**src/design/id_pkg.sv**
```systemverilog
/* Shared types and constants of the decode stage: register address, function code,
   source and instruction control flags, misconduct code, opcodes, scrub range */
package id_pkg;

    typedef logic [4:0] rf_add_t;   // Register-file address
    typedef logic [3:0] f_part_t;   // {instr[30], funct3}
    typedef logic [3:0] sctrl_t;    // Source-control flags
    typedef logic [5:0] ictrl_t;    // Instruction-control flags

    // Bit positions inside sctrl_t
    localparam int SCTRL_RFRP1 = 0;  // Read port 1 needed
    localparam int SCTRL_RFRP2 = 1;  // Read port 2 needed
    localparam int SCTRL_ZERO1 = 2;  // Source 1 is x0
    localparam int SCTRL_ZERO2 = 3;  // Source 2 is x0

    // Bit positions inside ictrl_t, an all-zero value is a bubble
    localparam int ICTRL_ALU    = 0;
    localparam int ICTRL_LOAD   = 1;
    localparam int ICTRL_STORE  = 2;
    localparam int ICTRL_BRANCH = 3;
    localparam int ICTRL_JUMP   = 4;
    localparam int ICTRL_WRD    = 5;  // Writes rd

    typedef enum logic [1:0] {
        IMISCON_FREE = 2'b00,   // No problem
        IMISCON_FERR = 2'b01,   // Fetch error
        IMISCON_ILLE = 2'b10    // Illegal instruction
    } imiscon_t;

    // RV32I major opcodes
    localparam logic [6:0] OPC_LUI    = 7'b0110111;
    localparam logic [6:0] OPC_AUIPC  = 7'b0010111;
    localparam logic [6:0] OPC_JAL    = 7'b1101111;
    localparam logic [6:0] OPC_JALR   = 7'b1100111;
    localparam logic [6:0] OPC_BRANCH = 7'b1100011;
    localparam logic [6:0] OPC_LOAD   = 7'b0000011;
    localparam logic [6:0] OPC_STORE  = 7'b0100011;
    localparam logic [6:0] OPC_OPIMM  = 7'b0010011;
    localparam logic [6:0] OPC_OP     = 7'b0110011;

    // Register-file scrub address range, x0 is never scrubbed
    localparam rf_add_t SCRUB_FIRST = 5'd1;
    localparam rf_add_t SCRUB_LAST  = 5'd31;

endpackage

```
**src/design/aligned_if.sv**
```systemverilog
/* Aligned instruction channel between aligner, decoder and ID register */
`timescale 1ns/1ps

interface aligned_if;

    logic        valid;     // Instruction offered
    logic        ready;     // ID register can take it
    logic [31:0] instr;     // Reassembled 32-bit instruction
    logic        ferr;      // One of its halves came with a fetch error

    modport src (
        output valid, instr, ferr,
        input  ready
    );

    modport dst (
        input  valid, instr, ferr,
        output ready
    );

    // Decoder only watches the payload
    modport dec (
        input valid, ready, instr, ferr
    );

endinterface

```
**src/design/aligner.sv**
```systemverilog
/* Halfword aligner that rebuilds 32-bit instructions from fetch words,
   with valid/ready on the fetch side and on the aligned channel */
`timescale 1ns/1ps

module aligner (
    input  logic        s_clk_i,
    input  logic        arst_n_i,
    input  logic        flush_i,

    input  logic        fetch_valid_i,
    output logic        fetch_ready_o,
    input  logic [31:0] fetch_word_i,
    input  logic        fetch_half_i,   // Lower halfword is not part of the stream
    input  logic        fetch_err_i,

    aligned_if.src      out_o
);

    logic        held_q;      // Upper halfword of an earlier word waits in half_q
    logic [15:0] half_q;
    logic        herr_q;      // Fetch error tag of half_q
    logic        accept;
    logic        keep_upper;

    // A jump word brings a single halfword, so it never completes an instruction
    assign out_o.valid = fetch_valid_i & ~fetch_half_i & ~flush_i;

    // With a held halfword the instruction straddles, otherwise the word is whole
    assign out_o.instr = held_q ? {fetch_word_i[15:0], half_q} : fetch_word_i;
    assign out_o.ferr  = fetch_err_i | (held_q & herr_q);

    // Buffer always has room for the leftover, so only the consumer can stall
    assign fetch_ready_o = ~flush_i & (fetch_half_i | out_o.ready);
    assign accept        = fetch_valid_i & fetch_ready_o;

    // Upper half stays behind on a jump word or while straddling
    assign keep_upper = fetch_half_i | held_q;

    always_ff @(posedge s_clk_i or negedge arst_n_i) begin
        if (!arst_n_i) begin
            held_q <= 1'b0;
        end else if (flush_i) begin
            held_q <= 1'b0;        // Stream restarts after redirect
        end else if (accept && fetch_half_i) begin
            held_q <= 1'b1;
        end
    end

    always_ff @(posedge s_clk_i) begin
        if (accept && keep_upper) begin
            half_q <= fetch_word_i[31:16];
            herr_q <= fetch_err_i;
        end
    end

    // Offered instruction holds until the ID register takes it
    a_out_stable : assert property (
        @(posedge s_clk_i) disable iff (!arst_n_i || flush_i)
        (out_o.valid && !out_o.ready) |=>
            (out_o.valid && $stable(out_o.instr) && $stable(out_o.ferr))
    );

endmodule

```
**src/design/decoder.sv**
```systemverilog
/* Combinational RV32I decoder: register fields, immediate, function code,
   source and instruction control flags, misconduct code */
`timescale 1ns/1ps

module decoder (
    aligned_if.dec              in_i,

    output id_pkg::rf_add_t     rs1_o,
    output id_pkg::rf_add_t     rs2_o,
    output id_pkg::rf_add_t     rd_o,
    output logic [31:0]         imm_o,
    output id_pkg::f_part_t     f_o,
    output id_pkg::sctrl_t      sctrl_o,
    output id_pkg::ictrl_t      ictrl_o,
    output id_pkg::imiscon_t    imiscon_o
);

    logic [31:0]    ins;
    logic [6:0]     opc;
    logic           rfrp1;
    logic           rfrp2;
    logic           ille;
    id_pkg::ictrl_t dec_ictrl;

    assign ins = in_i.instr;
    assign opc = ins[6:0];

    assign rs1_o = ins[19:15];
    assign rs2_o = ins[24:20];
    assign rd_o  = ins[11:7];
    assign f_o   = {ins[30], ins[14:12]};

    always_comb begin
        imm_o     = '0;
        rfrp1     = 1'b0;
        rfrp2     = 1'b0;
        dec_ictrl = '0;
        ille      = 1'b0;
        case (opc)
            id_pkg::OPC_LUI, id_pkg::OPC_AUIPC: begin
                imm_o                        = {ins[31:12], 12'b0};   // U-type
                dec_ictrl[id_pkg::ICTRL_ALU] = 1'b1;
                dec_ictrl[id_pkg::ICTRL_WRD] = 1'b1;
            end
            id_pkg::OPC_JAL: begin
                imm_o = {{11{ins[31]}}, ins[31], ins[19:12], ins[20], ins[30:21], 1'b0};
                dec_ictrl[id_pkg::ICTRL_JUMP] = 1'b1;
                dec_ictrl[id_pkg::ICTRL_WRD]  = 1'b1;
            end
            id_pkg::OPC_JALR: begin
                imm_o                         = {{20{ins[31]}}, ins[31:20]};
                rfrp1                         = 1'b1;
                dec_ictrl[id_pkg::ICTRL_JUMP] = 1'b1;
                dec_ictrl[id_pkg::ICTRL_WRD]  = 1'b1;
            end
            id_pkg::OPC_BRANCH: begin
                // B-type
                imm_o = {{19{ins[31]}}, ins[31], ins[7], ins[30:25], ins[11:8], 1'b0};
                rfrp1 = 1'b1;
                rfrp2 = 1'b1;
                dec_ictrl[id_pkg::ICTRL_BRANCH] = 1'b1;
            end
            id_pkg::OPC_LOAD: begin
                imm_o                         = {{20{ins[31]}}, ins[31:20]};
                rfrp1                         = 1'b1;
                dec_ictrl[id_pkg::ICTRL_LOAD] = 1'b1;
                dec_ictrl[id_pkg::ICTRL_WRD]  = 1'b1;
            end
            id_pkg::OPC_STORE: begin
                imm_o                          = {{20{ins[31]}}, ins[31:25], ins[11:7]};
                rfrp1                          = 1'b1;
                rfrp2                          = 1'b1;
                dec_ictrl[id_pkg::ICTRL_STORE] = 1'b1;
            end
            id_pkg::OPC_OPIMM: begin
                imm_o                        = {{20{ins[31]}}, ins[31:20]};
                rfrp1                        = 1'b1;
                dec_ictrl[id_pkg::ICTRL_ALU] = 1'b1;
                dec_ictrl[id_pkg::ICTRL_WRD] = 1'b1;
            end
            id_pkg::OPC_OP: begin
                rfrp1                        = 1'b1;   // R-type, no immediate
                rfrp2                        = 1'b1;
                dec_ictrl[id_pkg::ICTRL_ALU] = 1'b1;
                dec_ictrl[id_pkg::ICTRL_WRD] = 1'b1;
            end
            default: ille = 1'b1;
        endcase
        if (ins[1:0] != 2'b11) begin
            ille = 1'b1;       // Compressed encodings are not supported
        end
    end

    always_comb begin
        sctrl_o                      = '0;
        sctrl_o[id_pkg::SCTRL_RFRP1] = rfrp1;
        sctrl_o[id_pkg::SCTRL_RFRP2] = rfrp2;
        sctrl_o[id_pkg::SCTRL_ZERO1] = (ins[19:15] == 5'd0);
        sctrl_o[id_pkg::SCTRL_ZERO2] = (ins[24:20] == 5'd0);
    end

    // Fetch error wins, a bad instruction stays present through imiscon alone
    always_comb begin
        if (in_i.ferr) begin
            imiscon_o = id_pkg::IMISCON_FERR;
        end else if (ille) begin
            imiscon_o = id_pkg::IMISCON_ILLE;
        end else begin
            imiscon_o = id_pkg::IMISCON_FREE;
        end
        ictrl_o = (imiscon_o == id_pkg::IMISCON_FREE) ? dec_ictrl : '0;
    end

endmodule

```
**src/design/id_stage.sv**
```systemverilog
/* ID/OP pipeline register with stall, flush and bubble insertion,
   plus the rotating register-file scrub address for unused read ports */
`timescale 1ns/1ps

module id_stage (
    input  logic                s_clk_i,
    input  logic                arst_n_i,
    input  logic                flush_i,
    input  logic                scrub_en_i,

    aligned_if.dst              in_i,

    input  id_pkg::rf_add_t     rs1_i,
    input  id_pkg::rf_add_t     rs2_i,
    input  id_pkg::rf_add_t     rd_i,
    input  logic [31:0]         imm_i,
    input  id_pkg::f_part_t     f_i,
    input  id_pkg::sctrl_t      sctrl_i,
    input  id_pkg::ictrl_t      ictrl_i,
    input  id_pkg::imiscon_t    imiscon_i,

    input  logic                op_ready_i,
    output logic                op_valid_o,
    output id_pkg::rf_add_t     op_rs1_o,
    output id_pkg::rf_add_t     op_rs2_o,
    output id_pkg::rf_add_t     op_rd_o,
    output logic [31:0]         op_imm_o,
    output id_pkg::f_part_t     op_f_o,
    output id_pkg::sctrl_t      op_sctrl_o,
    output id_pkg::ictrl_t      op_ictrl_o,
    output id_pkg::imiscon_t    op_imiscon_o
);

    logic            accept;
    logic            scrub1;      // Port 1 carries the scrub address
    logic            scrub2;
    id_pkg::rf_add_t scrub_q;

    // Slot holds an instruction if any control flag or misconduct is set
    assign op_valid_o = (op_ictrl_o != '0) | (op_imiscon_o != id_pkg::IMISCON_FREE);

    assign in_i.ready = ~op_valid_o | op_ready_i;
    assign accept     = in_i.valid & in_i.ready & ~flush_i;

    // A port is free when not read or when it reads x0
    assign scrub1 = scrub_en_i &
                    (~sctrl_i[id_pkg::SCTRL_RFRP1] | sctrl_i[id_pkg::SCTRL_ZERO1]);
    assign scrub2 = scrub_en_i &
                    (~sctrl_i[id_pkg::SCTRL_RFRP2] | sctrl_i[id_pkg::SCTRL_ZERO2]);

    always_ff @(posedge s_clk_i or negedge arst_n_i) begin
        if (!arst_n_i) begin
            op_ictrl_o   <= '0;
            op_imiscon_o <= id_pkg::IMISCON_FREE;
        end else if (accept) begin
            op_ictrl_o   <= ictrl_i;
            op_imiscon_o <= imiscon_i;
        end else if (flush_i || in_i.ready) begin
            op_ictrl_o   <= '0;                     // Bubble
            op_imiscon_o <= id_pkg::IMISCON_FREE;
        end
    end

    always_ff @(posedge s_clk_i) begin
        if (accept) begin
            op_rs1_o   <= scrub1 ? scrub_q : rs1_i;
            op_rs2_o   <= scrub2 ? scrub_q : rs2_i;
            op_rd_o    <= rd_i;
            op_imm_o   <= imm_i;
            op_f_o     <= f_i;
            op_sctrl_o <= sctrl_i;
        end
    end

    // Advances once per instruction that used it, on one port or both
    always_ff @(posedge s_clk_i or negedge arst_n_i) begin
        if (!arst_n_i) begin
            scrub_q <= id_pkg::SCRUB_FIRST;
        end else if (accept && (scrub1 || scrub2)) begin
            if (scrub_q == id_pkg::SCRUB_LAST) begin
                scrub_q <= id_pkg::SCRUB_FIRST;
            end else begin
                scrub_q <= scrub_q + 5'd1;
            end
        end
    end

    a_scrub_nonzero : assert property (
        @(posedge s_clk_i) disable iff (!arst_n_i) scrub_q != 5'd0
    );

    a_flush_empty : assert property (
        @(posedge s_clk_i) disable iff (!arst_n_i) flush_i |=> !op_valid_o
    );

    // A full register waiting on the OP side is not overwritten
    a_no_overrun : assert property (
        @(posedge s_clk_i) disable iff (!arst_n_i)
        (op_valid_o && !op_ready_i && !flush_i) |=>
            (op_valid_o && $stable(op_ictrl_o) && $stable(op_imiscon_o) &&
             $stable(op_rs1_o) && $stable(op_rs2_o) && $stable(op_imm_o))
    );

endmodule

```
**src/design/decode_top.sv**
```systemverilog
/* Decode stage top: aligner, decoder and ID/OP register */
`timescale 1ns/1ps

module decode_top (
    input  logic                s_clk_i,
    input  logic                arst_n_i,
    input  logic                flush_i,        // One-cycle pulse from a later stage
    input  logic                scrub_en_i,

    input  logic                fetch_valid_i,
    output logic                fetch_ready_o,
    input  logic [31:0]         fetch_word_i,
    input  logic                fetch_half_i,
    input  logic                fetch_err_i,

    input  logic                op_ready_i,
    output logic                op_valid_o,
    output id_pkg::rf_add_t     op_rs1_o,
    output id_pkg::rf_add_t     op_rs2_o,
    output id_pkg::rf_add_t     op_rd_o,
    output logic [31:0]         op_imm_o,
    output id_pkg::f_part_t     op_f_o,
    output id_pkg::sctrl_t      op_sctrl_o,
    output id_pkg::ictrl_t      op_ictrl_o,
    output id_pkg::imiscon_t    op_imiscon_o
);

    aligned_if al_if ();

    id_pkg::rf_add_t  dec_rs1;
    id_pkg::rf_add_t  dec_rs2;
    id_pkg::rf_add_t  dec_rd;
    logic [31:0]      dec_imm;
    id_pkg::f_part_t  dec_f;
    id_pkg::sctrl_t   dec_sctrl;
    id_pkg::ictrl_t   dec_ictrl;
    id_pkg::imiscon_t dec_imiscon;

    aligner m_aligner (
        .s_clk_i(s_clk_i),
        .arst_n_i(arst_n_i),
        .flush_i(flush_i),
        .fetch_valid_i(fetch_valid_i),
        .fetch_ready_o(fetch_ready_o),
        .fetch_word_i(fetch_word_i),
        .fetch_half_i(fetch_half_i),
        .fetch_err_i(fetch_err_i),
        .out_o(al_if.src)
    );

    decoder m_decoder (
        .in_i(al_if.dec),
        .rs1_o(dec_rs1),
        .rs2_o(dec_rs2),
        .rd_o(dec_rd),
        .imm_o(dec_imm),
        .f_o(dec_f),
        .sctrl_o(dec_sctrl),
        .ictrl_o(dec_ictrl),
        .imiscon_o(dec_imiscon)
    );

    id_stage m_id_stage (
        .s_clk_i(s_clk_i),
        .arst_n_i(arst_n_i),
        .flush_i(flush_i),
        .scrub_en_i(scrub_en_i),
        .in_i(al_if.dst),
        .rs1_i(dec_rs1),
        .rs2_i(dec_rs2),
        .rd_i(dec_rd),
        .imm_i(dec_imm),
        .f_i(dec_f),
        .sctrl_i(dec_sctrl),
        .ictrl_i(dec_ictrl),
        .imiscon_i(dec_imiscon),
        .op_ready_i(op_ready_i),
        .op_valid_o(op_valid_o),
        .op_rs1_o(op_rs1_o),
        .op_rs2_o(op_rs2_o),
        .op_rd_o(op_rd_o),
        .op_imm_o(op_imm_o),
        .op_f_o(op_f_o),
        .op_sctrl_o(op_sctrl_o),
        .op_ictrl_o(op_ictrl_o),
        .op_imiscon_o(op_imiscon_o)
    );

endmodule

```
**config.mk**
```make
export PLATFORM = sky130hd
export DESIGN_NAME = decode_top
export DESIGN_NICKNAME = d
export VERILOG_FILES = /design/src/design/id_pkg.sv /design/src/design/aligned_if.sv /design/src/design/aligner.sv /design/src/design/decoder.sv /design/src/design/id_stage.sv /design/src/design/decode_top.sv
export SDC_FILE = /design/constraint.sdc
export NUM_CORES = 1
export LEC_CHECK = 0
export BUFFER_PORTS_ARGS = -buffer_cell sky130_fd_sc_hd__buf_2
export CORE_ASPECT_RATIO = 0.75
export CORE_MARGIN = 1.5
export CORE_UTILIZATION = 57
export DETAILED_ROUTE_END_ITERATION = 8
export GPL_TIMING_DRIVEN = 0
export MAX_ROUTING_LAYER = met4
export PLACE_DENSITY = 0.95
export RECOVER_POWER = 25
export SYNTH_ARGS = -nofsm -noshare
export SYNTH_HDL_FRONTEND = slang
export SYNTH_SLANG_ARGS = --single-unit
```
**constraint.sdc**
```tcl
create_clock -name s_clk_i -period 4 [get_ports s_clk_i]
set_input_delay 0.8 -clock s_clk_i [delete_from_list [all_inputs] [get_ports s_clk_i]]
set_output_delay 0.8 -clock s_clk_i [all_outputs]
set_load 0.1 [all_outputs]
```
==> results of run 1 <==
## area by class of cell
| cell class | instances | area, um2 |
|---|---|---|
| multi-input cells | 192 | 1340 |
| well taps | 84 | 105 |
| clock buffers | 9 | 124 |
| repair buffers | 105 | 497 |
| plain buffers | 10 | 63.8 |
| inverters | 25 | 93.8 |
| flip-flops and latches | 86 | 2510 |
| clock inverters | 7 | 55.1 |
| fillers | 524 | 2040 |
## worst max-delay path: cells and delay by family (launching register included)
| family | cells | cell delay [ns] |
|---|---|---|
| flops | 1 | 0.34 |
| simple gates | 3 | 0.95 |
| compound gates | 1 | 0.10 |
| buf+inv | 4 | 1.42 |
## placed cells by master, fill, tap and decap left out, types with 3 or more instances in the layout
cell	netlist	final
a21o_1	3	3
a21oi_1	5	5
a22o_1	3	3
a22oi_1	5	5
and3_1	8	8
buf_2	3	71
clkbuf_1	4	40
clkbuf_8	0	9
dfrtp_1	13	13
edfxtp_1	72	72
inv_1	24	23
inv_6	0	3
mux2_2	4	4
mux2_4	3	3
mux2i_1	28	28
nand2_1	18	18
nand2b_1	5	5
nand3_1	9	9
nand4_1	4	4
nor2_1	20	19
o211ai_1	9	9
o21ai_0	26	26
o22ai_1	7	7
## metal layers
| layer | global-route usage (%) | vias to the layer above | part of all wire [%] |
|---|---|---|---|
| met2 | 45.0 | 204 | 48 |
| li1 | - | 1424 | - |
| met1 | 34.9 | 1550 | 40 |
| met3 | 7.71 | 17 | 10 |
| met4 | 7.36 | 0 | 1.5 |
| met5 | - | - | 0 |
## state kept, by name (all words and copies together), names as in the netlist
register and count:
m_aligner.held_q 1, m_id_stage.op_f_o 4, m_aligner.herr_q 1, m_id_stage.op_imiscon_o 2
m_id_stage.op_sctrl_o 4, m_aligner.half_q 16, m_id_stage.op_ictrl_o 6, m_id_stage.op_imm_o 32
m_id_stage.op_rs1_o 5, m_id_stage.scrub_q 5, m_id_stage.op_rd_o 5, m_id_stage.op_rs2_o 5
## how the worst min path moves through the flow
stage	from	to	depth (start not counted)
4_1_cts	arst_n_i	m_id_stage.scrub_q[3]$_DFFE_PN0P_	1
2_1_floorplan	arst_n_i	m_aligner.held_q$_DFFE_PN0P_	0
3_5_place_dp	m_id_stage.op_imiscon_o[0]$_DFFE_PN0P_	m_id_stage.op_imiscon_o[0]$_DFFE_PN0P_	2
5_1_grt	arst_n_i	m_id_stage.scrub_q[4]$_DFFE_PN0P_	1
6_report	arst_n_i	m_id_stage.scrub_q[4]$_DFFE_PN0P_	1
3_3_place_gp	m_id_stage.op_imiscon_o[0]$_DFFE_PN0P_	m_id_stage.op_imiscon_o[0]$_DFFE_PN0P_	2
## power by group
| part | internal, mW | switching (mW) | total (mW) |
|---|---|---|---|
| clock network | 0.232 | 0.322 | 0.554 |
| logic | 0.120 | 0.329 | 0.450 |
| registers | 1.03 | 0.0402 | 1.07 |
## cells in the mapped netlist, types with 4 or more instances
| cell type | count |
|---|---|
| and3_1 | 8 |
| dfrtp_1 | 13 |
| nand4_1 | 4 |
| o22ai_1 | 7 |
| o21ai_0 | 26 |
| mux2_2 | 4 |
| nand3_1 | 9 |
| mux2i_1 | 28 |
| a21oi_1 | 5 |
| o211ai_1 | 9 |
| nand2b_1 | 5 |
| nand2_1 | 18 |
| clkbuf_1 | 4 |
| nor2_1 | 20 |
| a22oi_1 | 5 |
| edfxtp_1 | 72 |
| inv_1 | 24 |
## per-stage QoR
step / hold WS, ns / setup WS, ns / cell area, um2 / instances
finish: 0.478 / 0.803 / 4800 / 518
global route: 0.542 / 0.648 / 4800 / 518
CTS: 0.321 / 1.27 / 4850 / 518
detailed placement: 0.508 / 1.29 / 4670 / 502
global placement: 0.508 / 0.711 / 4650 / 501
floorplan: 0.504 / 0.522 / 4020 / 313
## logic make-up after synthesis
family / synth area share (%)
compound gates: 13.1
fa+ha+maj: 0.622
buf+inv: 4.14
flops: 62.5
mux: 9.49
simple gates: 10.1
==> impl_metrics.yaml, run 1 <==
run_status:
  outcome: "completed"
die:
  dieArea_mm2: 0.00757
  die_w_um: 100
  rows: 26
  coreArea_mm2: 0.00683
  initial_core_util_pct: 58.9
  die_y_um: 75.7
  io_pins: 105
sta:
  period_needed_ns: 3.20
  rsz0062_at_grt: "false"
  relSlewSlack_pct: 21.0
  final.period_utilization_pct: 79.9
  clock-skew-final_ns: 0.0118
  setup_tns_ns: 0
  report.final.slew_viol_count: 0
  tightest_slew_ns: 1.19
  finalSetupViolations: 0
  fmax_mhz: 313
  hold_viol_final: 0
hold_path:
  hold_class: "in2async"
synthesis:
  yosysTopAreaCellShare_pct: 53.8
  synthTopCellsByArea: "edfxtp_1 (54%), dfrtp_1 (8.1%), mux2i_1 (7.0%), o21ai_0 (3.2%), inv_1 (2.2%)"
  ys_types: 50
  syn_nets: 355
  ys_ff_latch: 86
  synth_cells: 313
  syn_area_mm2: 0.00402
  yosysTopAreaCell: "edfxtp_1"
  synthArstFlopShare_pct: 16.3
  yosysSeqAreaShare_pct: 62.5
  yosysWarnings: 0
  synth-edff-count: 72
  synth.avg_cell_area_um2: 12.8
  synth_ff_type: "edfxtp_1"
drt:
  drtIter0Drc: 319
  wl_um: 9900
  drc: 0
  viasPerCell: 6.17
  wl_per_cell_um: 19.1
  drtAntennaViolNets: 0
  first_pass_iters: 5
  vias: 3195
worst_setup_path:
  path_class: "reg2reg"
  reg2reg_from: "m_aligner.held_q$_DFFE_PN0P_"
  crit_path_start: "m_aligner.held_q$_DFFE_PN0P_"
  crit_path_end: "m_aligner.half_q[5]$_DFFE_PP_"
  cp-end-kind: "flop"
  cp.required_ns: 3.99
  r2r-end: "m_aligner.half_q[5]$_DFFE_PP_"
  reg2regPathDepth: 8
  slowest_stage: "nor2_2"
  crit_fanout: 17
  critPathArrivalTime_ns: 3.18
  startpoint_type: "flop"
  ff2ff_setup_slack_ns: 0.80
  cpMostUsedCell: "clkbuf_1"
  critPathMaxStageDelay_ns: 0.71
  cp_cell_sequence: "clkbuf_1 -> buf_12 -> buf_6 -> clkbuf_1 -> a21oi_1 -> nor2_1 -> nand2_1 -> nor2_2"
run:
  maxCapViolCount: 0
clocking:
  post-cts-setup-buffer-count: 0
  cts_made_buffers: 9
  cts_resized: 0
  htreeDepth: 3
  path_clk_slew_ns: 0.09
  cts_tree: "yes"
  clock_latency_ns: 0.36
  cts_hold_buffers: 0
  clockBufferDepth: 2
  clock-root-buffer: "clkbuf_8"
  cts.sinks: 86
power_and_ir_drop:
  peakVddDrop_mv: 0.290
  p_total_mw: 2.08
  p_leak_nw: 1.89
  power_density_mw_per_mm2: 433
global_routing:
  antenna_found_initial: 0
  track_usage_pct: 27.7
  grt_pass1_vias: 2976
  grt_pass1_wl_um: 15000
  grt_max_degree: 31
  grt-ovfl-total: 0
place:
  port_buffers: 104
  dpl.hpwl_um: 7390
  gp_congestion: 0.930
final_layout:
  post-route-util_pct: 70.2
  fin_nets: 471
  antenna_cells: 0
  drive_gt1_share_pct: 25.1
  areaGrowthSynthToFinish_pct: 19.3
No activity file was read; power rests on OpenSTA's default activity.
==> run 2: changes to the inputs <==
--- a/config.mk
+++ b/config.mk
@@ -8,11 +8,11 @@
 export BUFFER_PORTS_ARGS = -buffer_cell sky130_fd_sc_hd__buf_2
 export CORE_ASPECT_RATIO = 0.75
 export CORE_MARGIN = 1.5
-export CORE_UTILIZATION = 57
+export CORE_UTILIZATION = 53
 export DETAILED_ROUTE_END_ITERATION = 8
 export GPL_TIMING_DRIVEN = 0
 export MAX_ROUTING_LAYER = met4
-export PLACE_DENSITY = 0.95
+export PLACE_DENSITY = 0.91
 export RECOVER_POWER = 25
 export SYNTH_ARGS = -nofsm -noshare
 export SYNTH_HDL_FRONTEND = slang
==> constraint.sdc (replaced) <==
create_clock -name s_clk_i -period 3.2 [get_ports s_clk_i]
set_input_delay 0.64 -clock s_clk_i [delete_from_list [all_inputs] [get_ports s_clk_i]]
set_output_delay 0.64 -clock s_clk_i [all_outputs]
set_load 0.1 [all_outputs]
==> run 2 against run 1 <==
Effect of this change: wire length fell by 2.6%; flip-flop and latch count did not move; hold slack got worse by 0.18 ns; largest cell class unchanged; first-iteration DRC count fell by 39%; cell area rose by 1.0%; core utilization fell by 4.1 points; register-to-register slack got worse by 0.17 ns.
==> impl_metrics.yaml, run 2 (synthesis gave the netlist of run 1 again) <==
die:
  io_pins: 105
  rows: 27
  die_y_um: 78.4
  dieArea_mm2: 0.00812
  initial_core_util_pct: 54.9
  die_w_um: 104
  coreArea_mm2: 0.00733
worst_setup_path:
  cp.required_ns: 2.56
  crit_fanout: 3
  startpoint_type: "flop"
  cp_cell_sequence: "nor4_1 -> a21o_1 -> nor2_1 -> nor2_2 -> buf_2"
  critPathBufInv: 1
  critPathMaxStageDelay_ns: 0.42
  crit_family: "simple AND/OR/NAND/NOR gates"
  critPathArrivalTime_ns: 1.95
  slowest_stage: "buf_2"
  cp-end-kind: "output pin"
  path_class: "reg2out"
clocking:
  cts_made_buffers: 9
  clock_latency_ns: 0.38
  htreeDepth: 3
  cts_tree: "yes"
  cts.sinks: 86
  post-cts-setup-buffer-count: 0
  cts_resized: 0
  path_clk_slew_ns: 0.09
  cts_hold_buffers: 0
  clock-root-buffer: "clkbuf_8"
  clockBufferDepth: 2
sta:
  report.final.slew_viol_count: 0
  fmax_mhz: 386
  rsz0062_at_grt: "false"
  period_needed_ns: 2.59
  relSlewSlack_pct: 20.4
  final.period_utilization_pct: 81.0
  clock-skew-final_ns: 0.00893
  hold_viol_final: 0
  tightest_slew_ns: 1.20
  finalSetupViolations: 0
  whs_ns: 0.300
drt:
  wl_per_cell_um: 18.0
  drc: 0
  drtAntennaViolNets: 0
  viasPerCell: 5.80
  wl_um: 9650
  vias: 3102
  drtIter0Drc: 195
  first_pass_iters: 4
power_and_ir_drop:
  power_density_mw_per_mm2: 547
  p_leak_nw: 1.91
  peakVddDrop_mv: 0.353
  p_total_mw: 2.65
final_layout:
  regMostFlops: "m_id_stage.op_imm_o"
  largest_reg_flops: 32
  areaGrowthSynthToFinish_pct: 20.5
  fin_nets: 471
  drive_gt1_share_pct: 26.3
  mostFrequentLayoutCell: "buf_2"
  reg_top3: "m_id_stage.op_imm_o (32), m_aligner.half_q (16), m_id_stage.op_ictrl_o (6)"
  antenna_cells: 0
  final_cell_mix: "buf_2 (73), edfxtp_1 (72), clkbuf_1 (38), mux2i_1 (28), o21ai_0 (26)"
global_routing:
  grt_pass1_wl_um: 15300
  grt-ovfl-total: 0
  track_usage_pct: 25.9
  grt_pass1_vias: 3005
  grt_max_degree: 34
  antenna_found_initial: 0
place:
  port_buffers: 104
  dpl.hpwl_um: 7270
  gp_congestion: 0.955
run:
  maxCapViolCount: 0
run_status:
  outcome: "completed"
hold_path:
  hold_class: "in2async"
==> run 2: area by class of cell <==
| type | count | area (um2) |
|---|---|---|
| sequential | 86 | 2510 |
| fill | 564 | 2490 |
| multi-input combinational | 192 | 1350 |
| timing repair buffer | 105 | 498 |
| tap | 101 | 126 |
| clock buffer | 9 | 124 |
| inverter | 25 | 93.8 |
| buffer | 10 | 72.6 |
| clock inverter | 7 | 70.1 |
==> run 2: layer usage <==
| metal | global-route usage [%] | share of wire (%) | wire (um) |
|---|---|---|---|
| met1 | 34.7 | 44 | 4260 |
| met4 | 11.3 | 1.8 | 176 |
| met3 | 5.32 | 7.3 | 707 |
| met5 | - | 0 | 0 |
| met2 | 38.7 | 47 | 4500 |
==> run 2: worst paths after layout <==
path,to,startpoint,depth (start not counted),slack [ns]
min,m_id_stage.op_ictrl_o[1]$_DFFE_PN0P_,arst_n_i,1,0.30
max,fetch_ready_o,m_id_stage.op_ictrl_o[1]$_DFFE_PN0P_,5,0.61
max in group asynchronous,m_id_stage.op_imiscon_o[1]$_DFFE_PN0P_,arst_n_i,1,2.43
max reg2reg,m_id_stage.op_rs1_o[1]$_DFFE_PP_,m_aligner.held_q$_DFFE_PN0P_,8,0.63
min in group s_clk_i,m_aligner.half_q[1]$_DFFE_PP_,fetch_word_i[17],1,0.45
min reg2reg,m_id_stage.op_imiscon_o[0]$_DFFE_PN0P_,m_id_stage.op_imiscon_o[0]$_DFFE_PN0P_,2,0.54
==> run 2: power by group <==
part	switching [mW]	leakage, nW	internal (mW)	total (mW)
clock network	0.440	0.0977	0.307	0.747
logic	0.409	0.976	0.154	0.563
registers	0.0480	0.838	1.29	1.34
total	0.897	1.91	1.75	2.65
==> run 2: through the flow <==
step | TNS (ns) | area, um2 | std cells | worst slack [ns] | utilization [%]
after detailed placement | 0 | 4690 | 519 | 0.303 | 64.0
after floorplan | 0 | 4020 | 313 | 0.0952 | -
after CTS | 0 | 4880 | 535 | 0.241 | 66.6
after global placement | -0.0228 | 4670 | 518 | -0.00926 | 63.7
after global routing | 0 | 4840 | 535 | 0.463 | 66.1
final | 0 | 4840 | 535 | 0.609 | 66.1
==> run 3: changes to the inputs <==
--- a/config.mk
+++ b/config.mk
@@ -5,14 +5,15 @@
 export SDC_FILE = /design/constraint.sdc
 export NUM_CORES = 1
 export LEC_CHECK = 0
+export ABC_AREA = 1
 export BUFFER_PORTS_ARGS = -buffer_cell sky130_fd_sc_hd__buf_2
 export CORE_ASPECT_RATIO = 0.75
 export CORE_MARGIN = 1.5
-export CORE_UTILIZATION = 53
+export CORE_UTILIZATION = 48
 export DETAILED_ROUTE_END_ITERATION = 8
 export GPL_TIMING_DRIVEN = 0
 export MAX_ROUTING_LAYER = met4
-export PLACE_DENSITY = 0.91
+export PLACE_DENSITY = 0.87
 export RECOVER_POWER = 25
 export SYNTH_ARGS = -nofsm -noshare
 export SYNTH_HDL_FRONTEND = slang
==> constraint.sdc (replaced) <==
create_clock -name s_clk_i -period 2.3 [get_ports s_clk_i]
set_input_delay 0.46 -clock s_clk_i [delete_from_list [all_inputs] [get_ports s_clk_i]]
set_output_delay 0.46 -clock s_clk_i [all_outputs]
set_load 0.1 [all_outputs]
==> run 3 against run 2 <==
Effect of this change: clock power up 94%; area after synthesis grew 1.0%; clock skew shrank 0.0029 ns; global-route usage decreased by 3.7 points; combinational power increased by 34%; final cell count increased by 16%; non-clock buffer count shrank 2; core utilization down 3.2 points; flip-flop and latch count stayed put; sequential power increased by 37%; total power is 52% higher.
==> impl_metrics.yaml, run 3 <==
synthesis:
  synth_ff_type: "edfxtp_1"
  synth-edff-count: 72
  yosysSeqAreaShare_pct: 61.9
  synth.avg_cell_area_um2: 10.3
  synth_cells: 393
  yosysTopAreaCell: "edfxtp_1"
  syn_area_mm2: 0.00406
  yosysTopAreaCellShare_pct: 53.2
  synth_common_cells: "nand2_1 (139), edfxtp_1 (72), inv_1 (40), o21ai_0 (23), nand3_1 (16)"
  ys_ff_latch: 86
  synthArstFlopShare_pct: 16.3
  synthTopCellsByArea: "edfxtp_1 (53%), nand2_1 (13%), dfrtp_1 (8.0%), inv_1 (3.7%), o21ai_0 (2.8%)"
  syn_nets: 435
  ys_types: 36
  synth_most_common_cell: "nand2_1"
  yosysWarnings: 0
sta:
  finalSetupViolations: 0
  fmax_mhz: 462
  report.final.slew_viol_count: 0
  hold_viol_final: 0
  final.period_utilization_pct: 94.0
  tightest_slew_ns: 1.18
  clock-skew-final_ns: 0.00600
  relSlewSlack_pct: 21.6
  rsz0062_at_grt: "false"
  period_needed_ns: 2.16
final_layout:
  regMostFlops: "m_id_stage.op_imm_o"
  antenna_cells: 0
  mostFrequentLayoutCell: "nand2_1"
  final_cells: 619
  areaGrowthSynthToFinish_pct: 24.6
  drive_gt1_share_pct: 27.6
  fin_nets: 551
  post-route-util_pct: 62.8
  final_cell_mix: "nand2_1 (136), edfxtp_1 (72), buf_2 (67), inv_1 (38), clkbuf_1 (38)"
  design_area_mm2: 0.00506
  largest_reg_flops: 32
  reg_top3: "m_id_stage.op_imm_o (32), m_aligner.half_q (16), m_id_stage.op_ictrl_o (6)"
die:
  io_pins: 105
  dieArea_mm2: 0.00903
  rows: 28
  die_y_um: 82.7
  die_w_um: 109
  coreArea_mm2: 0.00806
  initial_core_util_pct: 50.4
clocking:
  cts_hold_buffers: 0
  cts_made_buffers: 9
  clock_latency_ns: 0.33
  clock-root-buffer: "clkbuf_16"
  cts_tree: "yes"
  cts.sinks: 86
  htreeDepth: 3
  clockBufferDepth: 2
  path_clk_slew_ns: 0.06
worst_setup_path:
  crit_path_start: "m_id_stage.op_ictrl_o[5]$_DFFE_PN0P_"
  cp-end-kind: "output pin"
  startpoint_type: "flop"
  crit_fanout: 3
  reg2reg_from: "m_aligner.held_q$_DFFE_PN0P_"
  critPathArrivalTime_ns: 1.70
  cp.required_ns: 1.84
  path_class: "reg2out"
global_routing:
  track_usage_pct: 22.1
  grt-ovfl-total: 0
  antenna_found_initial: 0
  grt_max_degree: 32
  grt_pass1_vias: 3000
  grt_pass1_wl_um: 14200
drt:
  drtIter0Drc: 163
  wl_per_cell_um: 15.4
  viasPerCell: 5.12
  met1_length_um: 4120
  wl_um: 9530
  drc: 0
  wl_met2_um: 4590
  first_pass_iters: 5
  wl_met3_um: 721
  drtAntennaViolNets: 0
  vias: 3168
  top_layer: "met4"
run_status:
  outcome: "completed"
power_and_ir_drop:
  switching_share_pct: 30.4
  p_sw_mw: 1.23
  comb_power_share_pct: 18.7
  p_total_mw: 4.04
  peakVddDrop_mv: 0.484
  power_frac_clock_pct: 35.8
  seqPwrFrac_pct: 45.5
  power_density_mw_per_mm2: 798
  p_leak_nw: 2.25
  internal-power_mw: 2.81
place:
  placedInstanceArea_mm2: 0.00479
  dpl.hpwl_um: 7080
  dp.cells: 602
  port_buffers: 104
  gp_congestion: 0.930
run:
  maxCapViolCount: 0
hold_path:
  hold_class: "in2async"
run 3: cell types whose count changed after synthesis, sizes merged, moves of 5 or more:
cell / change
mux2i: -27
nand2b: -5
mux2: -8
nand2: +136
o21a: +5
o21ai: +6
and3: -8
o211ai: -8
a22oi: -5
inv: +19
nand3: +7
o22ai: -6
run 3: kinds of logic (layout without fill, tap and decap cells):
logic type,count (synthesis),in the layout,share of synthesized area (%)
and+or+nand+nor,198,198,22.5
DFF,86,86,61.9
muxes,1,1,0.246
xor gates and xnor gates,1,1,0.216
adders and majority gates,2,2,0.616
buffers and inverters,53,174,6.84
AOI/OAI and AO/OA,52,52,7.70
run 3: power by group through the flow:
stage / logic [mW] / registers, mW / clock network, mW
6_report: 0.754 / 1.84 / 1.45
4_1_cts: 0.758 / 1.84 / 1.48
3_3_place_gp: 0.733 / 1.87 / 0
3_5_place_dp: 0.752 / 1.87 / 0
2_1_floorplan: 0.318 / 2.13 / 0
5_1_grt: 0.809 / 1.85 / 1.53
run 3: worst max-delay path, stage by stage (launching register included):
cell and delay, ns:
dfrtp_4 0.50, nor4_4 0.33, nand2_4 0.08, nand2_2 0.09, o21ai_0 0.09, inv_2 0.06
buf_6 0.21
run 3: through the flow:
step / setup WS (ns) / setup TNS, ns / hold slack [ns]
floorplan: -0.161 / -9.44 / 0.164
global placement: -0.0936 / -5.20 / 0.384
detailed placement: -0.173 / -9.93 / 0.392
CTS: 0.0709 / 0 / 0.0382
global route: 0.0408 / 0 / 0.280
finish: 0.137 / 0 / 0.227
run 3: path summary, 6_finish.rpt:
kind                                                           to  slack (ns)  cells after the start
min reg2reg                     m_id_stage.scrub_q[0]$_DFFE_PN1P_        0.51                      2
min in group s_clk_i                m_aligner.half_q[5]$_DFFE_PP_        0.32                      1
max reg2reg                      m_id_stage.op_rs2_o[4]$_DFFE_PP_        0.19                      9
max                                                 fetch_ready_o        0.14                      6
min                             m_id_stage.scrub_q[3]$_DFFE_PN0P_        0.23                      1
max in group asynchronous  m_id_stage.op_imiscon_o[0]$_DFFE_PN0P_        1.42                      1
run 3: layout make-up:
| class | count | area, um2 |
|---|---|---|
| Sequential cell | 86 | 2540 |
| Inverter | 44 | 174 |
| Multi-Input combinational cell | 254 | 1310 |
| Buffer | 9 | 108 |
| Clock buffer | 9 | 225 |
| Timing Repair Buffer | 104 | 482 |
| Tap cell | 105 | 131 |
| Clock inverter | 7 | 78.8 |
| Fill cell | 653 | 2990 |
| Timing Repair inverter | 1 | 7.51 |
run 3: repair_timing:
action	in CTS	in global routing
gates resized for setup	2	2
buffers inserted	0	0
cloned	1	0
setup endpoints to repair	61	9
run 3: metal layers:
| metal | track usage [%] | vias up |
|---|---|---|
| met4 | 5.97 | 0 |
| met2 | 38.5 | 135 |
| met5 | - | - |
| met3 | 3.92 | 12 |
| li1 | - | 1534 |
| met1 | 26.9 | 1487 |
